<file path="src/source/noc_config.svh">
// noc slice configuration: virtual channel count, mesh coordinate widths, flit payload width
`ifndef NOC_CONFIG_SVH
`define NOC_CONFIG_SVH

// virtual channels per input
// also sets route table depth and vc id width
`define NOC_N_VC 2

// mesh coordinate widths
// 2 bits each covers a 4x4 mesh
`define NOC_X_W 2
`define NOC_Y_W 2

// flit payload bits
`define NOC_PAYLOAD_W 32

`endif

</file>
<file path="src/source/noc_pkg.sv">
// noc types shared by the router slice: flit kinds, routes, request vectors, vc ids
`include "noc_config.svh"

package noc_pkg;

  // number of output ports on a mesh router
  localparam int N_PORTS = 5;

  // vc id width, kept at one bit minimum
  localparam int VC_W = (`NOC_N_VC > 1) ? $clog2(`NOC_N_VC) : 1;

  // request vector bit positions
  // same order as the route encoding below
  localparam int P_NORTH = 0;
  localparam int P_SOUTH = 1;
  localparam int P_WEST  = 2;
  localparam int P_EAST  = 3;
  localparam int P_LOCAL = 4;

  // flit kind carried on ftype
  typedef enum logic [1:0] {
    HEAD_FLIT = 2'd0,
    BODY_FLIT = 2'd1,
    TAIL_FLIT = 2'd2
  } flit_type_t;

  // next hop, as stored in the per-vc route table
  // north is zero so a cleared table points north
  typedef enum logic [2:0] {
    NORTH_PORT = 3'd0,
    SOUTH_PORT = 3'd1,
    WEST_PORT  = 3'd2,
    EAST_PORT  = 3'd3,
    LOCAL_PORT = 3'd4
  } route_t;

  // one request bit per output port
  typedef logic [N_PORTS-1:0] port_req_t;

  // virtual channel index
  typedef logic [VC_W-1:0] vc_id_t;

endpackage

</file>
<file path="src/source/input_router.sv">
// input router: x-y next hop decode for head flits, per-vc route replay for body and tail flits
`timescale 1ns/1ps
`include "noc_config.svh"

module input_router import noc_pkg::*; #(
  parameter int unsigned ROUTER_X_ID = 0,
  parameter int unsigned ROUTER_Y_ID = 0
) (
  input  logic                clk,
  input  logic                arst,
  input  logic                valid_i,
  input  flit_type_t          ftype_i,
  input  vc_id_t              vc_i,
  input  logic [`NOC_X_W-1:0] xdest_i,
  input  logic [`NOC_Y_W-1:0] ydest_i,
  input  logic                grant_i,
  output port_req_t           req_o
);

  // own coordinates at destination field width
  localparam logic [`NOC_X_W-1:0] MY_X = ROUTER_X_ID[`NOC_X_W-1:0];
  localparam logic [`NOC_Y_W-1:0] MY_Y = ROUTER_Y_ID[`NOC_Y_W-1:0];

  // route taken by the last granted head flit of each vc
  route_t route_table [`NOC_N_VC];

  route_t head_route;
  route_t sel_route;
  logic   is_head;
  logic   table_wr;

  assign is_head = valid_i && (ftype_i == HEAD_FLIT);

  // only a consumed head flit updates the table
  // a waiting head keeps decoding from its own fields
  assign table_wr = is_head && grant_i;

  // dimension ordered routing, x first then y
  always_comb begin
    if ((xdest_i == MY_X) && (ydest_i == MY_Y)) begin
      // arrived
      head_route = LOCAL_PORT;
    end else if (xdest_i == MY_X) begin
      // x done, move along y
      if (ydest_i < MY_Y) begin
        head_route = WEST_PORT;
      end else begin
        head_route = EAST_PORT;
      end
    end else begin
      // still adjusting x
      if (xdest_i > MY_X) begin
        head_route = SOUTH_PORT;
      end else begin
        head_route = NORTH_PORT;
      end
    end
  end

  // body and tail ignore their dest fields, follow the stored route
  assign sel_route = is_head ? head_route : route_table[vc_i];

  // route to one-hot request, nothing while idle
  always_comb begin
    req_o = '0;
    if (valid_i) begin
      case (sel_route)
        NORTH_PORT: req_o[P_NORTH] = 1'b1;
        SOUTH_PORT: req_o[P_SOUTH] = 1'b1;
        WEST_PORT:  req_o[P_WEST]  = 1'b1;
        EAST_PORT:  req_o[P_EAST]  = 1'b1;
        LOCAL_PORT: req_o[P_LOCAL] = 1'b1;
        default:    req_o = '0;
      endcase
    end
  end

  // per-vc route table, cleared to north
  always_ff @(posedge clk or posedge arst) begin
    if (arst) begin
      for (int v = 0; v < `NOC_N_VC; v++) begin
        route_table[v] <= NORTH_PORT;
      end
    end else if (table_wr) begin
      route_table[vc_i] <= head_route;
    end
  end

  // request is one-hot exactly while the input holds a flit,
  // including body flits whose stored entry came from an earlier head
  a_req_onehot: assert property (
    @(posedge clk) disable iff (arst)
    valid_i ? $onehot(req_o) : (req_o == '0)
  ) else $error("input_router: request vector not one-hot with valid");

endmodule

</file>
<file path="src/source/output_allocator.sv">
// output allocator: per-port round-robin between west and local inputs, registered flit output
`timescale 1ns/1ps
`include "noc_config.svh"

module output_allocator import noc_pkg::*; (
  input  logic                                   clk,
  input  logic                                   arst,
  input  port_req_t                              req_w_i,
  input  port_req_t                              req_loc_i,
  input  vc_id_t                                 vc_w_i,
  input  vc_id_t                                 vc_loc_i,
  input  logic [`NOC_PAYLOAD_W-1:0]              payload_w_i,
  input  logic [`NOC_PAYLOAD_W-1:0]              payload_loc_i,
  output logic                                   grant_w_o,
  output logic                                   grant_loc_o,
  output port_req_t                              out_valid_o,
  output vc_id_t [N_PORTS-1:0]                   out_vc_o,
  output logic [N_PORTS-1:0][`NOC_PAYLOAD_W-1:0] out_payload_o,
  output logic [N_PORTS-1:0]                     out_src_o
);

  // priority pointer per port
  // 0 west first, 1 local first
  logic [N_PORTS-1:0] prio_loc;

  // winners per port
  logic [N_PORTS-1:0] win_w;
  logic [N_PORTS-1:0] win_loc;
  logic [N_PORTS-1:0] win_any;

  // two-way round robin per output port
  always_comb begin
    for (int p = 0; p < N_PORTS; p++) begin
      // a sole requester wins
      // on conflict the pointer decides
      win_w[p]   = req_w_i[p] && (!req_loc_i[p] || !prio_loc[p]);
      win_loc[p] = req_loc_i[p] && (!req_w_i[p] || prio_loc[p]);
    end
  end

  assign win_any = win_w | win_loc;

  // requests are one-hot so an input wins at most one port
  // grant is a level that the source holds its flit against
  assign grant_w_o   = |win_w;
  assign grant_loc_o = |win_loc;

  // pointer and output valid
  always_ff @(posedge clk or posedge arst) begin
    if (arst) begin
      prio_loc    <= '0;
      out_valid_o <= '0;
    end else begin
      // one cycle pulse per granted flit
      out_valid_o <= win_any;
      for (int p = 0; p < N_PORTS; p++) begin
        // pointer moves to the input that lost or did not ask
        if (win_any[p]) begin
          prio_loc[p] <= win_w[p];
        end
      end
    end
  end

  // flit output stage loaded only on a win
  always_ff @(posedge clk) begin
    for (int p = 0; p < N_PORTS; p++) begin
      if (win_any[p]) begin
        out_vc_o[p]      <= win_loc[p] ? vc_loc_i : vc_w_i;
        out_payload_o[p] <= win_loc[p] ? payload_loc_i : payload_w_i;
        // source tag is 0 for west and 1 for local
        out_src_o[p]     <= win_loc[p];
      end
    end
  end

  // no port is given to both inputs in one cycle
  a_one_winner: assert property (
    @(posedge clk) disable iff (arst)
    (win_w & win_loc) == '0
  ) else $error("output_allocator: both inputs won the same port");

  // grants only go to inputs that present a request
  a_grant_has_req: assert property (
    @(posedge clk) disable iff (arst)
    (!grant_w_o || (req_w_i != '0)) && (!grant_loc_o || (req_loc_i != '0))
  ) else $error("output_allocator: grant without request");

endmodule

</file>
<file path="src/source/router_slice_top.sv">
// router slice top: west and local input routers feeding one five-port output allocator
`timescale 1ns/1ps
`include "noc_config.svh"

module router_slice_top import noc_pkg::*; #(
  parameter int unsigned ROUTER_X_ID = 0,
  parameter int unsigned ROUTER_Y_ID = 0
) (
  input  logic                      clk,
  input  logic                      arst,
  // west input
  input  logic                      valid_w_i,
  input  flit_type_t                ftype_w_i,
  input  vc_id_t                    vc_w_i,
  input  logic [`NOC_X_W-1:0]       xdest_w_i,
  input  logic [`NOC_Y_W-1:0]       ydest_w_i,
  input  logic [`NOC_PAYLOAD_W-1:0] payload_w_i,
  // local input
  input  logic                      valid_loc_i,
  input  flit_type_t                ftype_loc_i,
  input  vc_id_t                    vc_loc_i,
  input  logic [`NOC_X_W-1:0]       xdest_loc_i,
  input  logic [`NOC_Y_W-1:0]       ydest_loc_i,
  input  logic [`NOC_PAYLOAD_W-1:0] payload_loc_i,
  // grant levels back to the sources
  output logic                      grant_w_o,
  output logic                      grant_loc_o,
  // output ports
  output logic                      out_valid_north_o,
  output logic                      out_valid_south_o,
  output logic                      out_valid_west_o,
  output logic                      out_valid_east_o,
  output logic                      out_valid_local_o,
  output vc_id_t                    out_vc_north_o,
  output vc_id_t                    out_vc_south_o,
  output vc_id_t                    out_vc_west_o,
  output vc_id_t                    out_vc_east_o,
  output vc_id_t                    out_vc_local_o,
  output logic [`NOC_PAYLOAD_W-1:0] out_payload_north_o,
  output logic [`NOC_PAYLOAD_W-1:0] out_payload_south_o,
  output logic [`NOC_PAYLOAD_W-1:0] out_payload_west_o,
  output logic [`NOC_PAYLOAD_W-1:0] out_payload_east_o,
  output logic [`NOC_PAYLOAD_W-1:0] out_payload_local_o,
  output logic                      out_src_north_o,
  output logic                      out_src_south_o,
  output logic                      out_src_west_o,
  output logic                      out_src_east_o,
  output logic                      out_src_local_o
);

  // per-input request vectors
  port_req_t req_w;
  port_req_t req_loc;

  // allocator outputs, indexed by port
  port_req_t                              out_valid;
  vc_id_t [N_PORTS-1:0]                   out_vc;
  logic [N_PORTS-1:0][`NOC_PAYLOAD_W-1:0] out_payload;
  logic [N_PORTS-1:0]                     out_src;

  // west input route decode
  input_router #(
    .ROUTER_X_ID (ROUTER_X_ID),
    .ROUTER_Y_ID (ROUTER_Y_ID)
  ) u_rt_w (
    .clk     (clk),
    .arst    (arst),
    .valid_i (valid_w_i),
    .ftype_i (ftype_w_i),
    .vc_i    (vc_w_i),
    .xdest_i (xdest_w_i),
    .ydest_i (ydest_w_i),
    .grant_i (grant_w_o),
    .req_o   (req_w)
  );

  // local input route decode
  input_router #(
    .ROUTER_X_ID (ROUTER_X_ID),
    .ROUTER_Y_ID (ROUTER_Y_ID)
  ) u_rt_loc (
    .clk     (clk),
    .arst    (arst),
    .valid_i (valid_loc_i),
    .ftype_i (ftype_loc_i),
    .vc_i    (vc_loc_i),
    .xdest_i (xdest_loc_i),
    .ydest_i (ydest_loc_i),
    .grant_i (grant_loc_o),
    .req_o   (req_loc)
  );

  // arbitration and output registers
  output_allocator u_alloc (
    .clk           (clk),
    .arst          (arst),
    .req_w_i       (req_w),
    .req_loc_i     (req_loc),
    .vc_w_i        (vc_w_i),
    .vc_loc_i      (vc_loc_i),
    .payload_w_i   (payload_w_i),
    .payload_loc_i (payload_loc_i),
    .grant_w_o     (grant_w_o),
    .grant_loc_o   (grant_loc_o),
    .out_valid_o   (out_valid),
    .out_vc_o      (out_vc),
    .out_payload_o (out_payload),
    .out_src_o     (out_src)
  );

  // split port arrays into named outputs
  assign out_valid_north_o   = out_valid[P_NORTH];
  assign out_valid_south_o   = out_valid[P_SOUTH];
  assign out_valid_west_o    = out_valid[P_WEST];
  assign out_valid_east_o    = out_valid[P_EAST];
  assign out_valid_local_o   = out_valid[P_LOCAL];
  assign out_vc_north_o      = out_vc[P_NORTH];
  assign out_vc_south_o      = out_vc[P_SOUTH];
  assign out_vc_west_o       = out_vc[P_WEST];
  assign out_vc_east_o       = out_vc[P_EAST];
  assign out_vc_local_o      = out_vc[P_LOCAL];
  assign out_payload_north_o = out_payload[P_NORTH];
  assign out_payload_south_o = out_payload[P_SOUTH];
  assign out_payload_west_o  = out_payload[P_WEST];
  assign out_payload_east_o  = out_payload[P_EAST];
  assign out_payload_local_o = out_payload[P_LOCAL];
  assign out_src_north_o     = out_src[P_NORTH];
  assign out_src_south_o     = out_src[P_SOUTH];
  assign out_src_west_o      = out_src[P_WEST];
  assign out_src_east_o      = out_src[P_EAST];
  assign out_src_local_o     = out_src[P_LOCAL];

endmodule
</file>
<file path="config.mk">
export PLATFORM = sky130hd
export DESIGN_NAME = router_slice_top
export DESIGN_NICKNAME = d
export VERILOG_FILES = /design/src/source/noc_pkg.sv /design/src/source/input_router.sv /design/src/source/output_allocator.sv /design/src/source/router_slice_top.sv
export VERILOG_INCLUDE_DIRS = /design/src /design/src/source
export SDC_FILE = /design/constraint.sdc
export NUM_CORES = 1
export LEC_CHECK = 0
export ABC_AREA = 1
export BUFFER_PORTS_ARGS = -buffer_cell sky130_fd_sc_hd__buf_2
export CORE_MARGIN = 2
export CORE_UTILIZATION = 48
export DETAILED_ROUTE_END_ITERATION = 16
export GPL_TIMING_DRIVEN = 0
export PLACE_DENSITY = 0.75
export SLEW_MARGIN = 20
export SYNTH_ARGS = -nofsm -noshare
export SYNTH_HDL_FRONTEND = slang
export SYNTH_SLANG_ARGS = --single-unit
</file>
<file path="constraint.sdc">
create_clock -name clk -period 7.35 [get_ports clk]
set_clock_uncertainty 0.2 [all_clocks]
set_input_delay 2.205 -clock clk [delete_from_list [all_inputs] [get_ports clk]]
set_output_delay 2.205 -clock clk [all_outputs]
set_load 0.02 [all_outputs]
</file>
## After elaboration in Yosys (flattened, before gate mapping)

Cells that the tools add are included.
W data, S select, Z words.

- Output and inout port bits: 177
- Bits of input ports: 82
- Word-level logic and storage cells: 141
- Bits in registers: 192

- Reductions and logical operators: 53
- Bitwise gates (word level): 3
- Order comparisons: 8
- Mux-type cells: 44
- Eq/ne operators: 8

Operators with widths:

| operator | count |
|---|---|
| $mux W32 | 5 |
| $mux W3 | 14 |
| $mux W1 | 19 |
| $logic_and A1 B1 Y1 | 18 |
| $logic_not A1 Y1 | 15 |
| $bwmux W6 | 2 |
| $eq A3 B2 Y1 const B | 4 |
| $logic_not A2 Y1 | 6 |
| $logic_or A1 B1 Y1 | 10 |
| $mux W5 | 2 |
| $reduce_or A5 Y1 | 2 |
| $lt A2 B1 Y1 const B | 4 |
| $demux W3 S1 | 2 |
| $eq A3 B1 Y1 const B | 2 |
| $eq A3 B3 Y1 const B | 2 |
| $logic_not A3 Y1 | 2 |
| $or A5 B5 Y5 | 1 |
| $ge A2 B2 Y1 const B | 2 |
| $gt A2 B1 Y1 const B | 2 |
| $not A1 Y2 | 2 |

## Longest topological paths before layout

Gate-level depths: netlist of run 1.

- Word-level depth: 13
- Gate-level depth with buffers: 16
- Depth with buffers taken out: 15

## Modules after synthesis

From an unflattened synthesis of run 1, not the netlist that was laid out.

- Cell total of the unflattened synthesis: 778
- Area total of the unflattened synthesis: 8789.7 µm²

Modules (own cells, without submodules):

| module | cells an instance | times used | seq. area each (µm²) | area each (µm²) |
|---|---|---|---|---|
| output_allocator | 630 | 1 | 5355.1 | 7811.2 |
| input_router | 74 | 2 | 150.1 | 489.2 |

## Worst setup path before layout of run 1

OpenSTA, ideal clock, no wires.

- Path kind: input to register
- Start point: in ftype_w_i[1]
- End point: reg u_alloc.out_payload_o[128] in the netlist's numbering, enable pin
- Library setup time: 474 ps
- Data arrival time: 5197 ps
- Stages on the path: 7
- Setup slack: 1478 ps
- Path buffers: 0
- Data required time: 6676 ps
- Cells stage by stage: nor2_1 > nand2_2 > nor2_1 > inv_1 > nand2_1 > inv_1 > o21ai_0

- Cells in the longest elaborated chain, start to end: 10
- Elaborated cells between the ends (all ways): 11
- Those cells by class: eq/ne: 1; mux: 3; bitwise: 1; reduce/logical: 6

Ends and longest elaborated chain:

| item | line | source |
|---|---|---|
| start, declared | router_slice_top.sv:13 | `input flit_type_t ftype_w_i,` |
| $logic_not A2 Y1 (*) | input_router.sv:32 | `assign is_head = valid_i && (ftype_i == HEAD_FLIT);` |
| $logic_and A1 B1 Y1 (*) | input_router.sv:32 |  |
| $mux W3 (*) | input_router.sv:61 | `assign sel_route = is_head ? head_route : route_table[vc_i];` |
| $eq A3 B3 Y1 (*) | input_router.sv:67 | `case (sel_route)` |
| $mux W1 (*) | input_router.sv:67 |  |
| $mux W5 (*) | input_router.sv:66 | `if (valid_i) begin` |
| $logic_not A1 Y1 | output_allocator.sv:37 | `win_loc[p] = req_loc_i[p] && (!req_w_i[p] \|\| prio_loc[p]);` |
| $logic_or A1 B1 Y1 | output_allocator.sv:37 |  |
| $logic_and A1 B1 Y1 | output_allocator.sv:37 |  |
| $or A5 B5 Y5 (*) | output_allocator.sv:41 | `assign win_any = win_w \| win_loc;` |
| named net u_alloc.win_any[4] | output_allocator.sv:29 | `logic [N_PORTS-1:0] win_any;` |
| end signal, assigned by index | output_allocator.sv:70 | `out_payload_o[p] <= win_loc[p] ? payload_loc_i : payload_w_i;` |
| end, declared | output_allocator.sv:18 | `` output logic [N_PORTS-1:0][`NOC_PAYLOAD_W-1:0] out_payload_o, `` |

Mark *: on every way through the listed nets, which the timed path passes. The rest lies on a longest branch.
A chain may end at the register's enable or synchronous reset.

## Worst setup path in the final report of run 1

- Start point: in ydest_loc_i[1]
- End point: out grant_loc_o

- Cells in the longest elaborated chain, start to end: 10
- Elaborated cells between the ends (all ways): 24
- Those cells by class: order compare: 1; eq/ne: 4; mux: 10; reduce/logical: 9

Ends and longest elaborated chain:

| item | line | source |
|---|---|---|
| start, declared | router_slice_top.sv:23 | `` input logic [`NOC_Y_W-1:0] ydest_loc_i, `` |
| $lt A2 B1 Y1 | input_router.sv:45 | `if (ydest_i < MY_Y) begin` |
| $mux W1 | input_router.sv:45 |  |
| $mux W3 | input_router.sv:43 | `end else if (xdest_i == MY_X) begin` |
| $mux W3 (*) | input_router.sv:40 | `if ((xdest_i == MY_X) && (ydest_i == MY_Y)) begin` |
| $mux W3 (*) | input_router.sv:61 |  |
| $eq A3 B1 Y1, or another cell as far along | input_router.sv:67 |  |
| $mux W1 | input_router.sv:67 |  |
| $mux W5 (*) | input_router.sv:66 |  |
| $logic_and A1 B1 Y1 | output_allocator.sv:37 |  |
| $reduce_or A5 Y1 (*) | output_allocator.sv:46 | `assign grant_loc_o = \|win_loc;` |
| end, declared | router_slice_top.sv:27 | `output logic grant_loc_o,` |

Mark *: on every way between the ends. The rest lies on a longest branch, timed or not.

==> summary.txt, run 1 <==
CTS
  – Max clock buf depth: 2
  – PostCTS Resize Cnt: 0
  – CTS HTree Levels: 4
  – Root buf cell: clkbuf_16
  – Setup repair bufs after CTS: 0
  – CTS tree: built
  – Sink Count: 192
  – Hold buffer count at CTS: 0
  – CTS clk-pin slew, worst paths: 0.07 ns
  – Worst-skew pair later-pin latency: 0.42 ns
  – Num CTS Buffers: 17

Routing
  – TritonRoute pass-1 iters: 5
  – Initial DRC count: 552
  – Avg WL per Cell: 18.7 um
  – Drt drc: 0
  – Routed wire length: 25000 um
  – Vias: 7000
  – Drt via density: 5.25
  – Antenna Violating Nets Remaining: 0

Pwr
  – Worst VDD drop: 0.000174 V
  – Total power: 3.45 mW
  – PD cells: 312 mW/mm^2
  – Leakage power total: 5.06 nW

Layout
  – Layout cell share with drive strength beyond 1: 0.373
  – Inserted Diodes: 0
  – Fin util: 0.619
  – Nets@finish: 1174
  – Area grow syn2layout: 27.2%
  – Final Cell Area: 0.0110 mm^2

Outcome
  – Status: complete, no violations

Die
  – I/O pin count: 259
  – Die Height: 138 um
  – Initial Util: 0.486
  – Row count: 49
  – Die X: 138 um
  – Core ar.: 0.0178 mm^2
  – Full die area: 0.0192 mm^2

STA
  – RSZ-0062 raised after global routing: no
  – Max Slew Vio Count: 0
  – Min Hold Slack: 0.278 ns
  – Final min period: 6.16 ns
  – Final hold vios: 0
  – Final setup violating endpoints: 0
  – Fmax: 162 MHz
  – Worst rel slew slack: 0.411
  – PnR worst setup slack: 1.19 ns
  – Final period utilization: 0.838
  – Slew @ Worst Pin: 0.883 ns

Global route
  – Vias in the first global route: 6832
  – Antenna violations before repair: 1
  – First-pass GRT wire length: 38100 um
  – Largest net degree at the start of global routing: 23
  – GRT Resource Usage Total: 0.258
  – Grt ovf: 0

Worst setup path
  – Critical-path maximum fanout: 9
  – WS Path Type: input port to primary output
  – Critical path data arrival time: 3.75 ns
  – Critical path launch point type: input port
  – CP required: 4.95 ns
  – CP endpoint kind: primary output

Yosys
  – Synthesized cell area: 0.00868 mm^2
  – Net Count, Synth: 890
  – Yosys warnings: 0
  – Cells after synthesis: 808
  – Top cell type's share of synthesized area: 0.588
  – Post-synth cell types: 27
  – Ys async rst share: 0.115
  – Synthesis-stage register bit count: 192
  – Number of synthesized flops with an enable pin: 170
  – Area leader, netlist: edfxtp_1
  – Area contributors post-synth: edfxtp_1 (59%), nand2_1 (11%), dfrtp_1 (6.3%)
  – Primary FF master, synth: edfxtp_1
  – Syn Area/Cell: 10.7 um^2
  – Register area share after synthesis: 0.652
  – Cell with the most instances after synthesis: nand2_1
  – Synth cell count leaders: nand2_1 (250), edfxtp_1 (170), o21ai_1 (80)

Placement
  – IO buf count: 258
  – Setup WS pre-CTS: 1.20 ns
  – Post-Place Cell Area: 0.0105 mm^2
  – RD Place Congestion: 0.861
  – DP Wirelength: 18000 um

Worst hold path
  – Tightest Hold Check Type: flip-flop to flip-flop

Job
  – Maxcap violations: 0
-- where the power goes --
group / internal (mW) / leakage (nW) / switching [mW] / total, mW
Sequential: 1.45 / 1.86 / 0.0615 / 1.51
Clock: 0.480 / 0.274 / 0.433 / 0.913
Combinational: 0.309 / 2.92 / 0.713 / 1.02
Total: 2.24 / 5.06 / 1.21 / 3.45
-- path summary, 6_finish.rpt --
path | from | end | slack, ns | cells after the start
max | ydest_loc_i[1] | grant_loc_o | 1.19 | 13
min | u_rt_loc.route_table[0]$_DFFE_PP0P_ | u_rt_loc.route_table[0]$_DFFE_PP0P_ | 0.28 | 2
max reg2reg | u_rt_w.route_table[2]$_DFFE_PP0P_ | u_alloc.out_payload_o[17]$_DFFE_PP_ | 4.60 | 10
min reg2reg | u_rt_loc.route_table[0]$_DFFE_PP0P_ | u_rt_loc.route_table[0]$_DFFE_PP0P_ | 0.28 | 2
max in group asynchronous | arst | u_alloc.prio_loc[1]$_DFFE_PP0P_ | 4.64 | 2
min in group asynchronous | arst | u_alloc.prio_loc[0]$_DFFE_PP0P_ | 1.76 | 2
-- routing by layer --
layer | wire length [um] | part of all wire | GRT usage
met5 | 13 | 0.00052 | 0
met4 | 306 | 0.012 | 0.0725
met3 | 1740 | 0.070 | 0.0475
met2 | 12700 | 0.51 | 0.445
met1 | 10200 | 0.41 | 0.338
-- through the flow --
stage                     cells  setup TNS, ns
after floorplan             808              0
after detailed placement   1302              0
after global placement     1295         -44.50
after global routing       1334              0
after CTS                  1334              0
final                      1334              0
-- worst max-delay path: stages --
cell	delay [ns]
buf_2	0.11
nor2_1	0.16
nand2_1	0.15
nor2_1	0.19
inv_1	0.06
nand2_1	0.08
inv_1	0.04
nor2_1	0.16
nand2_2	0.14
nand2_1	0.11
nor2_2	0.05
nand2_4	0.12
buf_2	0.18
-- placed cells by master (no fill, tap or decap), drive strengths merged --
master,n
dfrtp,22
nor2,28
edfxtp,170
a21oi,2
nand2,274
bufinv,1
and2,1
inv,79
o21ai,174
clkbuf,23
nand3,10
buf,297
nand4,13
clkinvlp,4
nor3,1
clkinv,6
-- flip-flops by register name, summed over array words and instances, names as in the netlist --
signal and count:
u_rt_w.route_table 6, u_alloc.prio_loc 5, u_alloc.out_valid_o 5, u_rt_loc.route_table 6, u_alloc.out_vc_o 5, u_alloc.out_payload_o 160, u_alloc.out_src_o 5
-- layout make-up --
| class | instances | area [um^2] |
|---|---|---|
| Fill cell | 1488 | 6800 |
| Sequential cell | 192 | 5660 |
| Multi-Input combinational cell | 503 | 2470 |
| Timing Repair Buffer | 265 | 1460 |
| Clock buffer | 17 | 425 |
| Buffer | 38 | 305 |
| Tap cell | 229 | 287 |
| Inverter | 75 | 282 |
| Clock inverter | 15 | 159 |
-- cells by family after synthesis --
group / count (synthesis) / share of synthesized area
DFF: 192 / 0.652
AOI/OAI and AO/OA: 176 / 0.115
and+or+nand+nor: 327 / 0.166
buffers and inverters: 113 / 0.0676
Power figures use the tool's default switching activity.
==> run 2: changes to the inputs <==
--- a/config.mk
+++ b/config.mk
@@ -9,10 +9,10 @@
 export ABC_AREA = 1
 export BUFFER_PORTS_ARGS = -buffer_cell sky130_fd_sc_hd__buf_2
 export CORE_MARGIN = 2
-export CORE_UTILIZATION = 48
+export CORE_UTILIZATION = 47
 export DETAILED_ROUTE_END_ITERATION = 16
 export GPL_TIMING_DRIVEN = 0
-export PLACE_DENSITY = 0.75
+export PLACE_DENSITY = 0.77
 export SLEW_MARGIN = 20
 export SYNTH_ARGS = -nofsm -noshare
 export SYNTH_HDL_FRONTEND = slang
==> constraint.sdc (replaced) <==
create_clock -name clk -period 5.35 [get_ports clk]
set_clock_uncertainty 0.2 [all_clocks]
set_input_delay 1.605 -clock clk [delete_from_list [all_inputs] [get_ports clk]]
set_output_delay 1.605 -clock clk [all_outputs]
set_load 0.02 [all_outputs]
==> summary.txt, run 2 (same netlist as run 1, synthesis figures left out) <==
Outcome
  – Status: complete, no violations

Die
  – Die X: 140 um (+1.0%)
  – Row count: 49 (unchanged)
  – Initial Util: 0.481 (-0.00496)
  – Core ar.: 0.0180 mm^2 (+1.0%)
  – I/O pin count: 259 (unchanged)
  – Full die area: 0.0196 mm^2 (+2.1%)
  – Die Height: 140 um (+1.0%)

Placement
  – DP Wirelength: 17800 um (-1.1%)
  – RD Place Congestion: 0.865 (+0.48%)
  – IO buf count: 258 (unchanged)

STA
  – Final min period: 4.95 ns
  – Fmax: 202 MHz
  – Final setup violating endpoints: 0 (unchanged)
  – Max Slew Vio Count: 0 (unchanged)
  – RSZ-0062 raised after global routing: no
  – Slew @ Worst Pin: 0.917 ns (+0.0345 ns)
  – Worst rel slew slack: 0.388 (-0.0230)
  – Final hold vios: 0 (unchanged)
  – Final period utilization: 0.925

Job
  – Maxcap violations: 0 (unchanged)

Worst setup path
  – Critical-path maximum fanout: 9 (unchanged)
  – Max stage delay on crit path: 0.20 ns (about the same)
  – WS Path Type: input port to primary output
  – CP required: 3.55 ns (-1.40 ns)
  – CP max-delay cell: a21oi_1
  – Crit-path most repeated cell: nand2_1
  – CP endpoint kind: primary output
  – Critical path data arrival time: 3.14 ns (-0.61 ns)
  – Critical Path, Cell by Cell: buf_2, inv_2, nand2_1, nand2_1, nand2_1, a21oi_1, nand3_1, nand2_2, nand2_1, nor2_2, nand2_4, buf_2
  – Critical path launch point type: input port

Routing
  – Avg WL per Cell: 18.7 um (about the same)
  – Initial DRC count: 504 (-8.7%)
  – Routed wire length: 25000 um (about the same)
  – Drt via density: 5.27 (+0.37%)
  – TritonRoute pass-1 iters: 6 (+1)
  – Drt drc: 0 (unchanged)
  – Vias: 7026 (+0.37%)
  – Antenna Violating Nets Remaining: 0 (unchanged)

CTS
  – Num CTS Buffers: 17 (unchanged)
  – Sink Count: 192 (unchanged)
  – Worst-skew pair later-pin latency: 0.43 ns (about the same)
  – CTS tree: built
  – CTS clk-pin slew, worst paths: 0.07 ns (about the same)
  – CTS HTree Levels: 4 (unchanged)
  – Root buf cell: clkbuf_16
  – Hold buffer count at CTS: 0 (unchanged)
  – Max clock buf depth: 2 (unchanged)
  – Setup repair bufs after CTS: 0 (unchanged)
  – PostCTS Resize Cnt: 0 (unchanged)

Layout
  – Area grow syn2layout: 26.9%
  – Largest registers: u_alloc.out_payload_o: 160 flops, u_rt_loc.route_table: 6 flops, u_rt_w.route_table: 6 flops
  – Fin util: 0.611 (-0.00805)
  – Layout cell share with drive strength beyond 1: 0.371 (-0.00147)
  – Commonest non-fill, non-tap cells in the layout: buf_2 (267), nand2_1 (247), edfxtp_1 (170)
  – Commonest non-fill, non-tap cell in the layout: buf_2
  – Largest reg by FF count: u_alloc.out_payload_o
  – Nets@finish: 1173 (-0.085%)
  – Largest register FFs: 160 (unchanged)

Global route
  – Largest net degree at the start of global routing: 23 (unchanged)
  – GRT Resource Usage Total: 0.254 (-0.00470)
  – Met3 Track Usage GR: 0.0444 (-0.00306)
  – Met2 Usage GRT: 0.428 (-0.0168)
  – Grt ovf: 0 (unchanged)
  – Busiest grt layer: met2
  – First-pass GRT wire length: 37600 um (-1.4%)
  – Vias in the first global route: 6636 (-2.9%)
  – Met1 Resource Use GR: 0.336 (-0.00175)
  – Antenna violations before repair: 0 (-1)

Pwr
  – Leakage power total: 5.05 nW (-0.22%)
  – Total power: 4.74 mW (+37%)
  – Worst VDD drop: 0.000249 V (+43%)
  – PD cells: 430 mW/mm^2 (+38%)

Worst hold path
  – Tightest Hold Check Type: flip-flop to flip-flop
==> run 2: cell types whose count changed in the layout (fill, tap and decap cells not counted), sizes merged <==
cell and change:
clkinv -2, inv +2, buf -1, clkbuf +1
clkinvlp -1, diode +1
==> run 2: worst paths after layout <==
path | end | slack (ns) | depth (start not counted) | from
min reg2reg | u_rt_loc.route_table[5]$_DFFE_PP0P_ | 0.27 | 2 | u_rt_loc.route_table[5]$_DFFE_PP0P_
min in group asynchronous | u_alloc.prio_loc[0]$_DFFE_PP0P_ | 1.17 | 2 | arst
max in group asynchronous | u_alloc.prio_loc[3]$_DFFE_PP0P_ | 3.22 | 2 | arst
max reg2reg | u_alloc.out_payload_o[13]$_DFFE_PP_ | 2.67 | 12 | u_rt_w.route_table[1]$_DFFE_PP0P_
min | u_rt_loc.route_table[5]$_DFFE_PP0P_ | 0.27 | 2 | u_rt_loc.route_table[5]$_DFFE_PP0P_
max | grant_loc_o | 0.40 | 12 | vc_w_i
==> run 2: per-layer routing <==
layer | wire length [um] | part of all wire
met1 | 9890 | 0.40
met2 | 12500 | 0.50
met3 | 2100 | 0.084
met4 | 464 | 0.019
met5 | 0 | 0
==> run 2: through the flow <==
stage / hold slack [ns] / cells / TNS (ns) / setup slack [ns] / instance area (um^2)
global placement: 0.256 / 1295 / -151.67 / -2.21 / 10300
detailed placement: 0.259 / 1301 / 0 / 0.413 / 10400
finish: 0.274 / 1334 / 0 / 0.402 / 11000
CTS: 0.278 / 1333 / 0 / 0.407 / 11000
floorplan: 0.242 / 808 / 0 / 0.0782 / 8680
global route: 0.296 / 1333 / 0 / 0.165 / 11000
==> run 2: area by class of cell <==
class,count,area (um^2)
clock buffers,18,429
flip-flops and latches,192,5660
well taps,229,287
repair buffers,264,1440
diodes,1,2.50
fillers,1507,7010
multi-input cells,503,2470
inverters,75,282
plain buffers,38,305
clock inverters,14,149
==> run 2: worst max-delay path: cells and delay by family <==
kind	cells	cell delay, ns
simple gates	8	0.87
buf+inv	3	0.47
compound gates	1	0.20
==> run 2: report_power, final <==
part / internal, mW / switching, mW / leakage (nW)
registers: 1.99 / 0.0868 / 1.86
clock network: 0.659 / 0.605 / 0.275
logic: 0.420 / 0.973 / 2.91
==> run 3: changes to the inputs <==
--- a/config.mk
+++ b/config.mk
@@ -6,7 +6,6 @@
 export SDC_FILE = /design/constraint.sdc
 export NUM_CORES = 1
 export LEC_CHECK = 0
-export ABC_AREA = 1
 export BUFFER_PORTS_ARGS = -buffer_cell sky130_fd_sc_hd__buf_2
 export CORE_MARGIN = 2
 export CORE_UTILIZATION = 47
==> summary.txt, run 3 <==
Outcome
  – Status: complete, no violations

Yosys
  – Synthesis-stage register bit count: 192 (unchanged)
  – Syn Area/Cell: 17.3 um^2 (+61%)
  – Synth cell count leaders: edfxtp_1 (170), mux2_2 (134), mux2_4 (27)
  – Synthesized cell area: 0.00861 mm^2 (-0.76%)
  – Primary FF master, synth: edfxtp_1
  – Area leader, netlist: edfxtp_1
  – Register area share after synthesis: 0.657 (+0.00502)
  – Cells after synthesis: 499 (-38%)
  – Area contributors post-synth: edfxtp_1 (59%), mux2_2 (18%), dfrtp_1 (6.4%)
  – Cell with the most instances after synthesis: edfxtp_1
  – Net Count, Synth: 581 (-35%)
  – Ys async rst share: 0.115 (unchanged)
  – Number of synthesized flops with an enable pin: 170 (unchanged)
  – Yosys warnings: 0 (unchanged)
  – Top cell type's share of synthesized area: 0.593 (+0.00453)
  – Post-synth cell types: 52 (+93%)

STA
  – Final min period: 5.30 ns (+0.356 ns)
  – Setup TNS: 0 ns (unchanged)
  – Worst rel slew slack: 0.404 (+0.0161)
  – Final hold vios: 0 (unchanged)
  – Fmax: 189 MHz (-6.7%)
  – Max Slew Vio Count: 0 (unchanged)
  – PnR worst setup slack: 0.0462 ns (-0.356 ns)
  – Final period utilization: 0.991 (+0.0666)
  – Slew @ Worst Pin: 0.893 ns (-0.0241 ns)
  – Min Hold Slack: 0.348 ns (+0.0738 ns)
  – RSZ-0062 raised after global routing: yes
  – Final setup violating endpoints: 0 (unchanged)

Layout
  – Area grow syn2layout: 27.2%
  – Layout cell share with drive strength beyond 1: 0.634 (+0.262)
  – Final Cell Area: 0.0110 mm^2 (-0.53%)
  – Commonest non-fill, non-tap cells in the layout: buf_2 (271), edfxtp_1 (170), mux2_2 (134)
  – Largest reg by FF count: u_alloc.out_payload_o
  – Commonest non-fill, non-tap cell in the layout: buf_2
  – Final non-filler cell total: 1027 (-23%)
  – Fin util: 0.610 (-0.00119)
  – Largest registers: u_alloc.out_payload_o: 160 flops, u_rt_loc.route_table: 6 flops, u_rt_w.route_table: 6 flops
  – Nets@finish: 866 (-26%)
  – Largest register FFs: 160 (unchanged)

Placement
  – Post-Place Cell Area: 0.0103 mm^2 (-1.0%)
  – IO buf count: 258 (unchanged)
  – Setup WS pre-CTS: -0.265 ns (-0.678 ns)
  – Placed Instances: 990 (-24%)
  – RD Place Congestion: 0.851 (-1.5%)
  – DP Wirelength: 16200 um (-9.3%)

Die
  – Core ar.: 0.0180 mm^2 (-0.34%)
  – Row count: 49 (unchanged)
  – Die X: 139 um (-0.37%)
  – Full die area: 0.0194 mm^2 (-0.74%)
  – I/O pin count: 259 (unchanged)
  – Die Height: 139 um (-0.37%)
  – Initial Util: 0.479 (-0.00205)

CTS
  – Sink Count: 192 (unchanged)
  – Root buf cell: clkbuf_16
  – Num CTS Buffers: 17 (unchanged)
  – Max clock buf depth: 2 (unchanged)
  – Worst-skew pair later-pin latency: 0.42 ns (about the same)
  – CTS HTree Levels: 4 (unchanged)
  – Hold buffer count at CTS: 0 (unchanged)
  – CTS tree: built
  – CTS clk-pin slew, worst paths: 0.07 ns (about the same)

Routing
  – TritonRoute pass-1 iters: 6 (unchanged)
  – Drt via density: 5.52 (+4.9%)
  – Antenna Violating Nets Remaining: 0 (unchanged)
  – Avg WL per Cell: 22.4 um (+20%)
  – Drt drc: 0 (unchanged)
  – Initial DRC count: 375 (-26%)
  – Vias: 5672 (-19%)
  – Routed wire length: 23000 um (-7.8%)

Worst setup path
  – CP endpoint kind: primary output
  – Critical Path, Cell by Cell: buf_2, buf_4, nor3b_1, o21ai_0, o22ai_1, or2_1, buf_6, buf_2
  – Critical path data arrival time: 3.50 ns (+0.36 ns)
  – CP required: 3.55 ns (about the same)
  – Critical path launch point type: input port
  – R2R setup slack: 2.54 ns (-0.13 ns)
  – CP max-delay cell: o21ai_0
  – Reg2Reg Depth: 6 (-6)
  – Reg-to-Reg Start: u_rt_loc.route_table[2]$_DFFE_PP0P_
  – Buf/Inv on CP: 4 (+1)
  – Crit-path most repeated cell: buf_2
  – Worst R2R End: u_alloc.out_payload_o[7]$_DFFE_PP_
  – Max stage delay on crit path: 0.61 ns (+0.41 ns)
  – WS Path Type: input port to primary output
  – Top delay family on crit path: compound AO/OA/AOI/OAI gates
  – Critical-path maximum fanout: 10 (+1)

Global route
  – Grt ovf: 0 (unchanged)
  – Vias in the first global route: 5917 (-11%)
  – Largest net degree at the start of global routing: 36 (+57%)
  – GRT Resource Usage Total: 0.236 (-0.0182)
  – First-pass GRT wire length: 34400 um (-8.4%)
  – Antenna violations before repair: 1 (+1)

Pwr
  – Leakage power total: 4.34 nW (-14%)
  – Total power: 4.24 mW (-10%)
  – Worst VDD drop: 0.000222 V (-11%)
  – PD cells: 387 mW/mm^2 (-9.9%)

Worst hold path
  – Hold path start: u_alloc.prio_loc[4]$_DFFE_PP0P_
  – Tightest Hold Check Type: flip-flop to flip-flop
  – Endpoint, Worst Hold: u_alloc.prio_loc[4]$_DFFE_PP0P_
  – Worst Hold Depth: 2 (unchanged)

Job
  – Maxcap violations: 0 (unchanged)
-- run 3: worst max path at each step --
stage	startpoint	endpoint	slack, ns	cells after the start
after floorplan	vc_w_i	u_alloc.out_payload_o[0]$_DFFE_PP_	0.08	4
after global placement	vc_w_i	u_alloc.out_valid_o[0]$_DFF_PP0_	-2.73	5
after detailed placement	vc_w_i	grant_loc_o	-0.26	9
after CTS	valid_loc_i	grant_loc_o	0.01	9
after global routing	vc_w_i	grant_loc_o	-0.05	9
final	vc_w_i	grant_w_o	0.05	8
-- run 3: cell type report --
| type | count | area, um^2 |
|---|---|---|
| inverters | 11 | 41.3 |
| clock buffers | 17 | 425 |
| clock inverters | 15 | 129 |
| well taps | 229 | 287 |
| multi-input cells | 275 | 2820 |
| flip-flops and latches | 192 | 5660 |
| repair buffers | 266 | 1420 |
| plain buffers | 21 | 178 |
| fillers | 1372 | 7010 |
| diodes | 1 | 2.50 |
-- run 3: worst reg2reg max path, stage by stage, from the launching register on --
cell and delay [ns]:
dfrtp_1 0.42, nor3b_1 0.33, o211ai_1 0.30, a21oi_4 0.34
buf_4 0.21, buf_2 0.37, mux2_2 0.39
-- run 3: timing repair --
action	4_1_cts	5_1_grt
setup buffers	1	3
pin swaps	1	1
resized for setup	8	2
endpoints found under the setup margin	1	2
gates cloned	0	0
-- run 3: kinds of logic after synthesis --
kind of cell / after synthesis / synth area share
AND/OR/NAND/NOR: 53 / 0.0398
AO/OA/AOI/OAI: 56 / 0.0501
multiplexers: 166 / 0.228
flip-flops: 192 / 0.657
buffers and inverters: 32 / 0.0251
-- run 3: where the power goes --
part,internal (mW),switching (mW),total [mW]
Sequential,1.89,0.0759,1.96
Clock,0.609,0.593,1.20
Combinational,0.427,0.649,1.08
-- run 3: per-layer routing --
layer | global-route usage | share of wire | vias up
li1 | - | - | 2535
met1 | 0.297 | 0.40 | 2852
met2 | 0.404 | 0.51 | 252
met3 | 0.0540 | 0.068 | 33
met4 | 0.0771 | 0.020 | 0
met5 | 0 | 0 | -
